===== config.mk =====
export PLATFORM = sky130hd
export DESIGN_NAME = hex_display_top
export DESIGN_NICKNAME = d
export VERILOG_FILES = /design/src/common/hex_display_pkg.sv /design/src/common/glyph_if.sv /design/src/rtl/hex_display_top.sv /design/src/rtl/pixel_compose.sv /design/src/glyph/glyph_fetch.sv /design/src/rtl/sync_gen.sv /design/src/rtl/raster_counter.sv
export SDC_FILE = /design/constraint.sdc
export NUM_CORES = 1
export LEC_CHECK = 0
export BUFFER_PORTS_ARGS = -buffer_cell sky130_fd_sc_hd__buf_2
export CAP_MARGIN = 20
export CORE_ASPECT_RATIO = 1.1
export CORE_MARGIN = 1.5
export CORE_UTILIZATION = 60
export DETAILED_ROUTE_END_ITERATION = 6
export HOLD_SLACK_MARGIN = 0.08
export PLACE_DENSITY_LB_ADDON = 0.08
export SLEW_MARGIN = 5
export SYNTH_ARGS = -nofsm -noshare
export SYNTH_HDL_FRONTEND = slang
export SYNTH_SLANG_ARGS = --single-unit

===== constraint.sdc =====
create_clock -name pixel_clk -period 14.04 [get_ports pixel_clk]
set_input_delay 0.702 -clock pixel_clk [delete_from_list [all_inputs] [get_ports pixel_clk]]
set_output_delay 0.702 -clock pixel_clk [all_outputs]
set_load 0.1 [all_outputs]

===== src/common/hex_display_pkg.sv =====
`default_nettype none

package hex_display_pkg;

	typedef logic [10:0] coord_t;        // Raster count, h or v
	typedef logic [3:0]  nibble_t;       // One hex digit
	typedef logic [7:0]  glyph_row_t;    // Leftmost pixel in the MSB
	typedef logic [3:0]  color_t;
	typedef logic [95:0] display_vec_t;  // Six 16-bit registers, reg 0 in the low bits

	// 640x480 at 60 Hz
	localparam int H_ACTIVE     = 640;
	localparam int V_ACTIVE     = 480;
	localparam int H_TOTAL      = 800;
	localparam int V_TOTAL      = 525;
	localparam int H_SYNC_START = 648;
	localparam int H_SYNC_END   = 744;
	localparam int V_SYNC_START = 482;
	localparam int V_SYNC_END   = 484;

	// Screen is split into 3 x 2 register cells, 4 digits per cell
	localparam coord_t REG_WIDTH   = 11'd213;
	localparam coord_t REG_HEIGHT  = 11'd240;
	localparam coord_t DIGIT_WIDTH = 11'd53;
	localparam coord_t GLYPH_X0    = 11'd3;   // Left margin inside a digit cell
	localparam coord_t GLYPH_DOT   = 11'd6;   // Pixels per font column
	localparam coord_t GLYPH_LINE  = 11'd15;  // Lines per font row
	localparam int     REG_COLS    = 3;
	localparam int     REG_DIGITS  = 4;

	// 8x16 font, glyph body in rows 2 to 11
	localparam glyph_row_t HEX_FONT [16][16] = '{
		'{8'h00, 8'h00, 8'h7C, 8'hC6, 8'hC6, 8'hCE, 8'hDE, 8'hF6,
		  8'hE6, 8'hC6, 8'hC6, 8'h7C, 8'h00, 8'h00, 8'h00, 8'h00},  // 0
		'{8'h00, 8'h00, 8'h18, 8'h38, 8'h78, 8'h18, 8'h18, 8'h18,
		  8'h18, 8'h18, 8'h18, 8'h7E, 8'h00, 8'h00, 8'h00, 8'h00},  // 1
		'{8'h00, 8'h00, 8'h7C, 8'hC6, 8'h06, 8'h0C, 8'h18, 8'h30,
		  8'h60, 8'hC0, 8'hC6, 8'hFE, 8'h00, 8'h00, 8'h00, 8'h00},  // 2
		'{8'h00, 8'h00, 8'h7C, 8'hC6, 8'h06, 8'h06, 8'h3C, 8'h06,
		  8'h06, 8'h06, 8'hC6, 8'h7C, 8'h00, 8'h00, 8'h00, 8'h00},  // 3
		'{8'h00, 8'h00, 8'h0C, 8'h1C, 8'h3C, 8'h6C, 8'hCC, 8'hFE,
		  8'h0C, 8'h0C, 8'h0C, 8'h1E, 8'h00, 8'h00, 8'h00, 8'h00},  // 4
		'{8'h00, 8'h00, 8'hFE, 8'hC0, 8'hC0, 8'hC0, 8'hFC, 8'h06,
		  8'h06, 8'h06, 8'hC6, 8'h7C, 8'h00, 8'h00, 8'h00, 8'h00},  // 5
		'{8'h00, 8'h00, 8'h38, 8'h60, 8'hC0, 8'hC0, 8'hFC, 8'hC6,
		  8'hC6, 8'hC6, 8'hC6, 8'h7C, 8'h00, 8'h00, 8'h00, 8'h00},  // 6
		'{8'h00, 8'h00, 8'hFE, 8'hC6, 8'h06, 8'h06, 8'h0C, 8'h18,
		  8'h30, 8'h30, 8'h30, 8'h30, 8'h00, 8'h00, 8'h00, 8'h00},  // 7
		'{8'h00, 8'h00, 8'h7C, 8'hC6, 8'hC6, 8'hC6, 8'h7C, 8'hC6,
		  8'hC6, 8'hC6, 8'hC6, 8'h7C, 8'h00, 8'h00, 8'h00, 8'h00},  // 8
		'{8'h00, 8'h00, 8'h7C, 8'hC6, 8'hC6, 8'hC6, 8'h7E, 8'h06,
		  8'h06, 8'h06, 8'h0C, 8'h78, 8'h00, 8'h00, 8'h00, 8'h00},  // 9
		'{8'h00, 8'h00, 8'h10, 8'h38, 8'h6C, 8'hC6, 8'hC6, 8'hFE,
		  8'hC6, 8'hC6, 8'hC6, 8'hC6, 8'h00, 8'h00, 8'h00, 8'h00},  // A
		'{8'h00, 8'h00, 8'hFC, 8'h66, 8'h66, 8'h66, 8'h7C, 8'h66,
		  8'h66, 8'h66, 8'h66, 8'hFC, 8'h00, 8'h00, 8'h00, 8'h00},  // B
		'{8'h00, 8'h00, 8'h3C, 8'h66, 8'hC2, 8'hC0, 8'hC0, 8'hC0,
		  8'hC0, 8'hC2, 8'h66, 8'h3C, 8'h00, 8'h00, 8'h00, 8'h00},  // C
		'{8'h00, 8'h00, 8'hF8, 8'h6C, 8'h66, 8'h66, 8'h66, 8'h66,
		  8'h66, 8'h66, 8'h6C, 8'hF8, 8'h00, 8'h00, 8'h00, 8'h00},  // D
		'{8'h00, 8'h00, 8'hFE, 8'h66, 8'h62, 8'h68, 8'h78, 8'h68,
		  8'h60, 8'h62, 8'h66, 8'hFE, 8'h00, 8'h00, 8'h00, 8'h00},  // E
		'{8'h00, 8'h00, 8'hFE, 8'h66, 8'h62, 8'h68, 8'h78, 8'h68,
		  8'h60, 8'h60, 8'h60, 8'hF0, 8'h00, 8'h00, 8'h00, 8'h00}   // F
	};

endpackage

`default_nettype wire

===== src/common/glyph_if.sv =====
`default_nettype none

// Per-pixel glyph stage results, one position per cycle
interface glyph_if;
	import hex_display_pkg::*;

	glyph_row_t glyph_row;   // Font row of the current digit
	logic [2:0] dot_index;   // Font column, 0 is the MSB
	logic       in_glyph;    // Inside the 48 dot pixels of a digit
	logic       divider;     // Register column boundary

	modport source (output glyph_row, output dot_index, output in_glyph, output divider);
	modport sink (input glyph_row, input dot_index, input in_glyph, input divider);

endinterface

`default_nettype wire


===== src/rtl/hex_display_top.sv =====
`default_nettype none

// Hex register overlay for 640x480 VGA
module hex_display_top (
	input  wire                           pixel_clk,
	input  wire                           rst,
	input  wire hex_display_pkg::display_vec_t display_values,
	output hex_display_pkg::color_t       vga_r,
	output hex_display_pkg::color_t       vga_g,
	output hex_display_pkg::color_t       vga_b,
	output logic                          vga_hs,
	output logic                          vga_vs
);
	import hex_display_pkg::*;

	coord_t h_count;
	coord_t v_count;
	logic   sync_h;
	logic   sync_v;
	logic   active;

	glyph_if glyph_bus ();

	raster_counter #(
		.H_TOTAL (H_TOTAL),
		.V_TOTAL (V_TOTAL)
	) u_raster (
		.pixel_clk (pixel_clk),
		.rst       (rst),
		.h_count   (h_count),
		.v_count   (v_count)
	);

	// Timing and glyph decode run side by side on the same position
	sync_gen #(
		.H_ACTIVE     (H_ACTIVE),
		.V_ACTIVE     (V_ACTIVE),
		.H_SYNC_START (H_SYNC_START),
		.H_SYNC_END   (H_SYNC_END),
		.V_SYNC_START (V_SYNC_START),
		.V_SYNC_END   (V_SYNC_END)
	) u_sync (
		.pixel_clk (pixel_clk),
		.rst       (rst),
		.h_count   (h_count),
		.v_count   (v_count),
		.sync_h    (sync_h),
		.sync_v    (sync_v),
		.active    (active)
	);

	glyph_fetch u_glyph (
		.pixel_clk      (pixel_clk),
		.rst            (rst),
		.h_count        (h_count),
		.v_count        (v_count),
		.display_values (display_values),
		.glyph          (glyph_bus.source)
	);

	pixel_compose u_compose (
		.pixel_clk (pixel_clk),
		.rst       (rst),
		.sync_h    (sync_h),
		.sync_v    (sync_v),
		.active    (active),
		.glyph     (glyph_bus.sink),
		.vga_r     (vga_r),
		.vga_g     (vga_g),
		.vga_b     (vga_b),
		.vga_hs    (vga_hs),
		.vga_vs    (vga_vs)
	);

endmodule

`default_nettype wire


===== src/rtl/pixel_compose.sv =====
`default_nettype none

module pixel_compose (
	input  wire                     pixel_clk,
	input  wire                     rst,
	input  wire                     sync_h,
	input  wire                     sync_v,
	input  wire                     active,
	glyph_if.sink                   glyph,
	output hex_display_pkg::color_t vga_r,
	output hex_display_pkg::color_t vga_g,
	output hex_display_pkg::color_t vga_b,
	output logic                    vga_hs,
	output logic                    vga_vs
);
	import hex_display_pkg::*;

	localparam int ROW_MSB = $bits(glyph_row_t) - 1;

	logic   font_bit;
	logic   pix_on;
	color_t level;

	assign font_bit = glyph.glyph_row[ROW_MSB - glyph.dot_index];  // Column 0 is the MSB
	assign pix_on   = active && (glyph.divider || (glyph.in_glyph && font_bit));
	assign level    = pix_on ? '1 : '0;  // Monochrome, white or black

	always_ff @(posedge pixel_clk) begin
		if (rst) begin
			vga_r  <= '0;
			vga_g  <= '0;
			vga_b  <= '0;
			vga_hs <= 1'b1;
			vga_vs <= 1'b1;
		end else begin
			vga_r  <= level;
			vga_g  <= level;
			vga_b  <= level;
			vga_hs <= sync_h;  // Keeps sync aligned with the pixel data
			vga_vs <= sync_v;
		end
	end

endmodule

`default_nettype wire


===== src/glyph/glyph_fetch.sv =====
`default_nettype none

module glyph_fetch (
	input  wire                           pixel_clk,
	input  wire                           rst,
	input  wire hex_display_pkg::coord_t       h_count,
	input  wire hex_display_pkg::coord_t       v_count,
	input  wire hex_display_pkg::display_vec_t display_values,
	glyph_if.source                       glyph
);
	import hex_display_pkg::*;

	localparam int REG_BITS = $bits(nibble_t) * REG_DIGITS;

	coord_t     col_div;
	coord_t     offset;     // Pixel offset inside the register cell
	coord_t     digit_div;
	coord_t     dot_off;    // Pixel offset inside the digit cell
	coord_t     line_off;
	coord_t     font_line;
	coord_t     dot_col;
	logic [1:0] reg_col;
	logic       reg_row;
	logic [2:0] reg_idx;
	logic [1:0] digit;
	logic [REG_BITS-1:0] reg_val;
	nibble_t    digit_val;
	logic [3:0] font_row;
	logic       in_glyph_c;
	logic       divider_c;

	always_comb begin
		// Register cell, the right edge folds into the last column
		col_div = h_count / REG_WIDTH;
		offset  = h_count % REG_WIDTH;
		reg_col = (col_div >= REG_COLS) ? 2'(REG_COLS - 1) : col_div[1:0];
		reg_row = (v_count / REG_HEIGHT) != '0;
		reg_idx = 3'(REG_COLS) * {2'b00, reg_row} + {1'b0, reg_col};

		// Digit cell, digit 0 is the leftmost
		digit_div = offset / DIGIT_WIDTH;
		digit     = (digit_div >= REG_DIGITS) ? 2'(REG_DIGITS - 1) : digit_div[1:0];
		dot_off   = offset - DIGIT_WIDTH * digit;

		line_off  = v_count % REG_HEIGHT;
		font_line = line_off / GLYPH_LINE;
		font_row  = font_line[3:0];

		dot_col    = (dot_off - GLYPH_X0) / GLYPH_DOT;
		in_glyph_c = (dot_off >= GLYPH_X0) && (dot_off < GLYPH_X0 + 8 * GLYPH_DOT);
		divider_c  = (h_count == REG_WIDTH) || (h_count == 2 * REG_WIDTH);

		reg_val   = display_values[reg_idx * REG_BITS +: REG_BITS];
		digit_val = reg_val[(REG_DIGITS - 1 - digit) * $bits(nibble_t) +: $bits(nibble_t)];
	end

	always_ff @(posedge pixel_clk) begin
		if (rst) begin
			glyph.glyph_row <= '0;
			glyph.dot_index <= '0;
			glyph.in_glyph  <= 1'b0;
			glyph.divider   <= 1'b0;
		end else begin
			glyph.glyph_row <= HEX_FONT[digit_val][font_row];
			glyph.dot_index <= dot_col[2:0];
			glyph.in_glyph  <= in_glyph_c;
			glyph.divider   <= divider_c;
		end
	end

	// Glyph span must map onto the 8 font columns without truncation
	a_dot_in_font: assert property (@(posedge pixel_clk) disable iff (rst)
		in_glyph_c |-> dot_col < 8)
		else $error("dot column %0d beyond font width", dot_col);

endmodule

`default_nettype wire


===== src/rtl/sync_gen.sv =====
`default_nettype none

module sync_gen #(
	parameter int H_ACTIVE     = hex_display_pkg::H_ACTIVE,
	parameter int V_ACTIVE     = hex_display_pkg::V_ACTIVE,
	parameter int H_SYNC_START = hex_display_pkg::H_SYNC_START,
	parameter int H_SYNC_END   = hex_display_pkg::H_SYNC_END,
	parameter int V_SYNC_START = hex_display_pkg::V_SYNC_START,
	parameter int V_SYNC_END   = hex_display_pkg::V_SYNC_END
) (
	input  wire                     pixel_clk,
	input  wire                     rst,
	input  wire hex_display_pkg::coord_t h_count,
	input  wire hex_display_pkg::coord_t v_count,
	output logic                    sync_h,
	output logic                    sync_v,
	output logic                    active
);

	logic h_pulse;
	logic v_pulse;
	logic in_active;

	assign h_pulse   = (h_count >= H_SYNC_START) && (h_count < H_SYNC_END);
	assign v_pulse   = (v_count >= V_SYNC_START) && (v_count < V_SYNC_END);
	assign in_active = (h_count < H_ACTIVE) && (v_count < V_ACTIVE);

	// Sync pulses are active low
	always_ff @(posedge pixel_clk) begin
		if (rst) begin
			sync_h <= 1'b1;
			sync_v <= 1'b1;
			active <= 1'b0;
		end else begin
			sync_h <= ~h_pulse;
			sync_v <= ~v_pulse;
			active <= in_active;
		end
	end

	// Horizontal sync must sit in the blanking interval
	a_no_sync_in_active: assert property (@(posedge pixel_clk) disable iff (rst)
		active |-> sync_h)
		else $error("hsync asserted inside active video");

endmodule

`default_nettype wire


===== src/rtl/raster_counter.sv =====
`default_nettype none

module raster_counter #(
	parameter int H_TOTAL = hex_display_pkg::H_TOTAL,
	parameter int V_TOTAL = hex_display_pkg::V_TOTAL
) (
	input  wire                     pixel_clk,
	input  wire                     rst,
	output hex_display_pkg::coord_t h_count,
	output hex_display_pkg::coord_t v_count
);
	import hex_display_pkg::*;

	logic h_last;
	logic v_last;

	assign h_last = (h_count == coord_t'(H_TOTAL - 1));  // Last pixel of a line
	assign v_last = (v_count == coord_t'(V_TOTAL - 1));  // Last line of a frame

	always_ff @(posedge pixel_clk) begin
		if (rst) begin
			h_count <= '0;
			v_count <= '0;
		end else begin
			h_count <= h_last ? '0 : h_count + 1'b1;
			if (h_last) begin
				v_count <= v_last ? '0 : v_count + 1'b1;  // Line advance on h wrap
			end
		end
	end

	a_h_range: assert property (@(posedge pixel_clk) disable iff (rst) h_count < H_TOTAL)
		else $error("h_count out of range: %0d", h_count);
	a_v_range: assert property (@(posedge pixel_clk) disable iff (rst) v_count < V_TOTAL)
		else $error("v_count out of range: %0d", v_count);

endmodule

`default_nettype wire


==> impl_metrics.csv <==
group,metric,value,unit
sta,setup_viol,0,
finish,syn2layout_area_growth,6.51,%
floorplanning,die_w,118,um
sta,slew_headroom,0.271,
placed_design,dp_hpwl,19400,um
grt,grt_pass1_vias,8576,
sta,tightest_slew,1090,ps
power,power.internal,247,uW
placed_design,place_worst_setup_slack,908,ps
routing,drt-pass1-iter-count,7,
sta,final.min_clock_period,12890,ps
clock_tree,cts-resized-gates,0,
power,power.switching,134,uW
routing,routed_wl,25300,um
status,status,"complete, but fails checks",
routing,via_per_inst,6.83,
setup_path,max_stage_delay,700,ps
floorplanning,rows,46,
grt,grtUsageTotal,0.322,
power,p_leak,0.00338,uW
clock_tree,clk_latency,280,ps
routing,drc_errors,1,
clock_tree,htree_num_levels,2,
power,power_frac_clock,0.294,
sta,slew_violations,0,
setup_path,critPathCaptureType,"flop",
clock_tree,cts_tree,"yes",
worst_hold_path,min-delay-start,"u_sync.sync_h$_SDFF_PP1_",
yosys,synth_edf_count,0,
sta,finalCritPeriodShare,0.918,
setup_path,cp_top_family,"compound AO/OA/AOI/OAI gates",
setup_path,start_kind,"flop",
finish,drive_gt1_frac,0.198,
finish,multiInputGateArea,7310,um^2
yosys,synth_cell_type_count,120,
clock_tree,postCtsHoldBufs,0,
clock_tree,clock_path_buffers,2,
floorplanning,dieArea,15300,um^2
grt,grt_start_max_net_pins,28,
power,powerDensity,41.0,nW/um^2
flow_run,maxCapViolCount,0,
yosys,netlist_area,8720,um^2
setup_path,cp_slowest_cell,"dfxtp_1",
power,seqPwrFrac,0.326,
yosys,syn_area_per_cell,7.61,um^2
clock_tree,root_buffer,"clkbuf_16",
yosys,ys_seq_area_frac,0.0918,
sta,clock_skew,5.60,ps
yosys,yosysWarnings,0,
yosys,synth_common_cells,"nor2_1 (96), nand2_1 (79), a21oi_1 (69)",
yosys,yosysMostFrequentCell,"nor2_1",
finish,fill_cells,1323,
yosys,yosysTopAreaCell,"dfxtp_1",
finish,final_nets,1322,
routing,vias,9421,
yosys,synthFlopType,"dfxtp_1",
setup_path,crit_buf_inv,5,
yosys,yosys_register_bits,40,
clock_tree,cts_buffers,5,
yosys,synth_top_cell_area_share,0.0918,
finish,finalCoreUtilization,0.648,
sta,timing.hold.ws,408,ps
power,share_comb_of_total_power,0.380,
yosys,synth_fp_nets,1283,
finish,ff_latch_area,802,um^2
power,power_switching_share,0.352,
setup_path,arrival,13060,ps
clock_tree,clk_pin_slew_worst_paths,50,ps
floorplanning,start_util,0.608,
power,irDropWorstVdd,46.3,uV
worst_hold_path,hold_class,"flop to flop",
sta,tns,0,ps
floorplanning,core,14300,um^2
placed_design,portBuffers,111,
floorplanning,ios,112,
setup_path,worstPathRequired,14210,ps
yosys,yosys-top-cells-area,"dfxtp_1 (9.2%), mux4_2 (6.2%), ha_1 (5.2%)",
grt,grt_pass1_wl,41500,um
routing,wl_per_cell,18.4,um
setup_path,crit_fanout,26,
floorplanning,fp.dieH,129,um
routing,route.antenna.remaining_nets,0,
grt,overflow,0,
setup_path,critPathKind,"flop to flop",
placed_design,place_congestion,0.931,
clock_tree,clock_sinks,40,
yosys,async_flop_share,0,
sta,hold_violations,0,
grt,antenna_found_initial,1,
setup_path,timing.rr.start,"u_raster.h_count[6]$_SDFF_PP0_",
clock_tree,cts_setup_buffers,0,
setup_path,rrSetupSlack,1150,ps
sta,setup_ws,1150,ps
status,violations,"design-rule violations",
yosys,syn_inst,1146,
setup_path,setup.worst_path.start,"u_raster.h_count[6]$_SDFF_PP0_",
sta,fmax,0.0776,GHz
routing,drt_iter0_drc,996,
[cells by family (layout without fill, tap and decap cells)]
| logic type | count (synthesis) | count (layout) | synth area share |
|---|---|---|---|
| AND/OR/NAND/NOR | 407 | 407 | 0.245 |
| AO/OA/AOI/OAI | 405 | 405 | 0.357 |
| buffers and inverters | 134 | 174 | 0.0722 |
| XOR/XNOR | 62 | 62 | 0.0677 |
| multiplexers | 56 | 56 | 0.105 |
| adder cells (fa/ha/maj) | 42 | 42 | 0.0620 |
| flip-flops | 40 | 40 | 0.0918 |
| other | 0 | 1 | 0 |
[metal layers]
metal  track usage  up-vias  wire length (um)
met4         0.126        0               813
met2         0.560      497             11800
li1              -     4501                 -
met3        0.0273       66              1770
met5             0        -                 0
met1         0.418     4357             10900
[path summary, 6_finish.rpt]
| path | end | depth (start not counted) |
|---|---|---|
| min reg2reg | u_compose.vga_hs$_SDFF_PP1_ | 1 |
| max reg2reg | u_glyph.glyph.dot_index[0]$_SDFF_PP0_ | 50 |
| max | u_glyph.glyph.dot_index[0]$_SDFF_PP0_ | 50 |
| min | u_compose.vga_hs$_SDFF_PP1_ | 1 |
[metrics by stage]
stage	instance area, um^2	total power (uW)	instances
floorplan	8720	231	1146
global placement	9120	266	1370
detailed placement	9120	267	1370
CTS	9270	379	1378
global route	9290	403	1379
finish	9290	381	1379
[power by group through the flow]
stage	Sequential [uW]	Clock (uW)	Combinational, uW
after floorplan	123	0	108
after global placement	127	0	139
after detailed placement	127	0	140
after CTS	124	114	141
after global routing	125	120	158
final	124	112	145
[flip-flops by register name, summed over array words and instances (netlist names)]
signal                   flops
u_raster.h_count            11
u_compose.vga_hs             1
u_glyph.glyph.divider        1
u_glyph.glyph.glyph_row      7
u_compose.vga_r              1
u_raster.v_count            11
u_glyph.glyph.in_glyph       1
u_sync.active                1
u_sync.sync_h                1
u_compose.vga_vs             1
u_sync.sync_v                1
u_glyph.glyph.dot_index      3
[final cells by class]
cell class / count / share of cell area
Multi-Input combinational cell: 972 / 0.787
Sequential cell: 40 / 0.0864
Timing Repair Buffer: 118 / 0.0655
Tap cell: 192 / 0.0259
Inverter: 48 / 0.0194
Clock buffer: 6 / 0.0150
Clock inverter: 2 / 0.00108
Antenna cell: 1 / 0.000269
[layout by cell type, fill, tap and decap left out, types with 7 or more instances in the layout]
cell / instances
buf_2: 111
nor2_1: 96
nand2_1: 79
a21oi_1: 69
o21ai_0: 61
inv_1: 46
xnor2_1: 46
nand3_1: 44
dfxtp_1: 39
nor3_1: 36
ha_1: 36
mux4_2: 24
and3_1: 21
and2_1: 19
nand4_1: 18
a211oi_1: 17
nor4_1: 16
o211ai_1: 15
a31oi_1: 13
a22oi_1: 13
mux2i_1: 13
o2111ai_1: 13
nor2b_1: 12
o21a_1: 12
nand2b_1: 12
o221ai_1: 12
a21o_1: 11
o31ai_1: 11
mux2_2: 11
xor2_1: 11
o21ai_1: 10
o22ai_1: 9
or3_1: 8
a211o_1: 7
buf_4: 7
No activity file was read; power rests on OpenSTA's default activity.
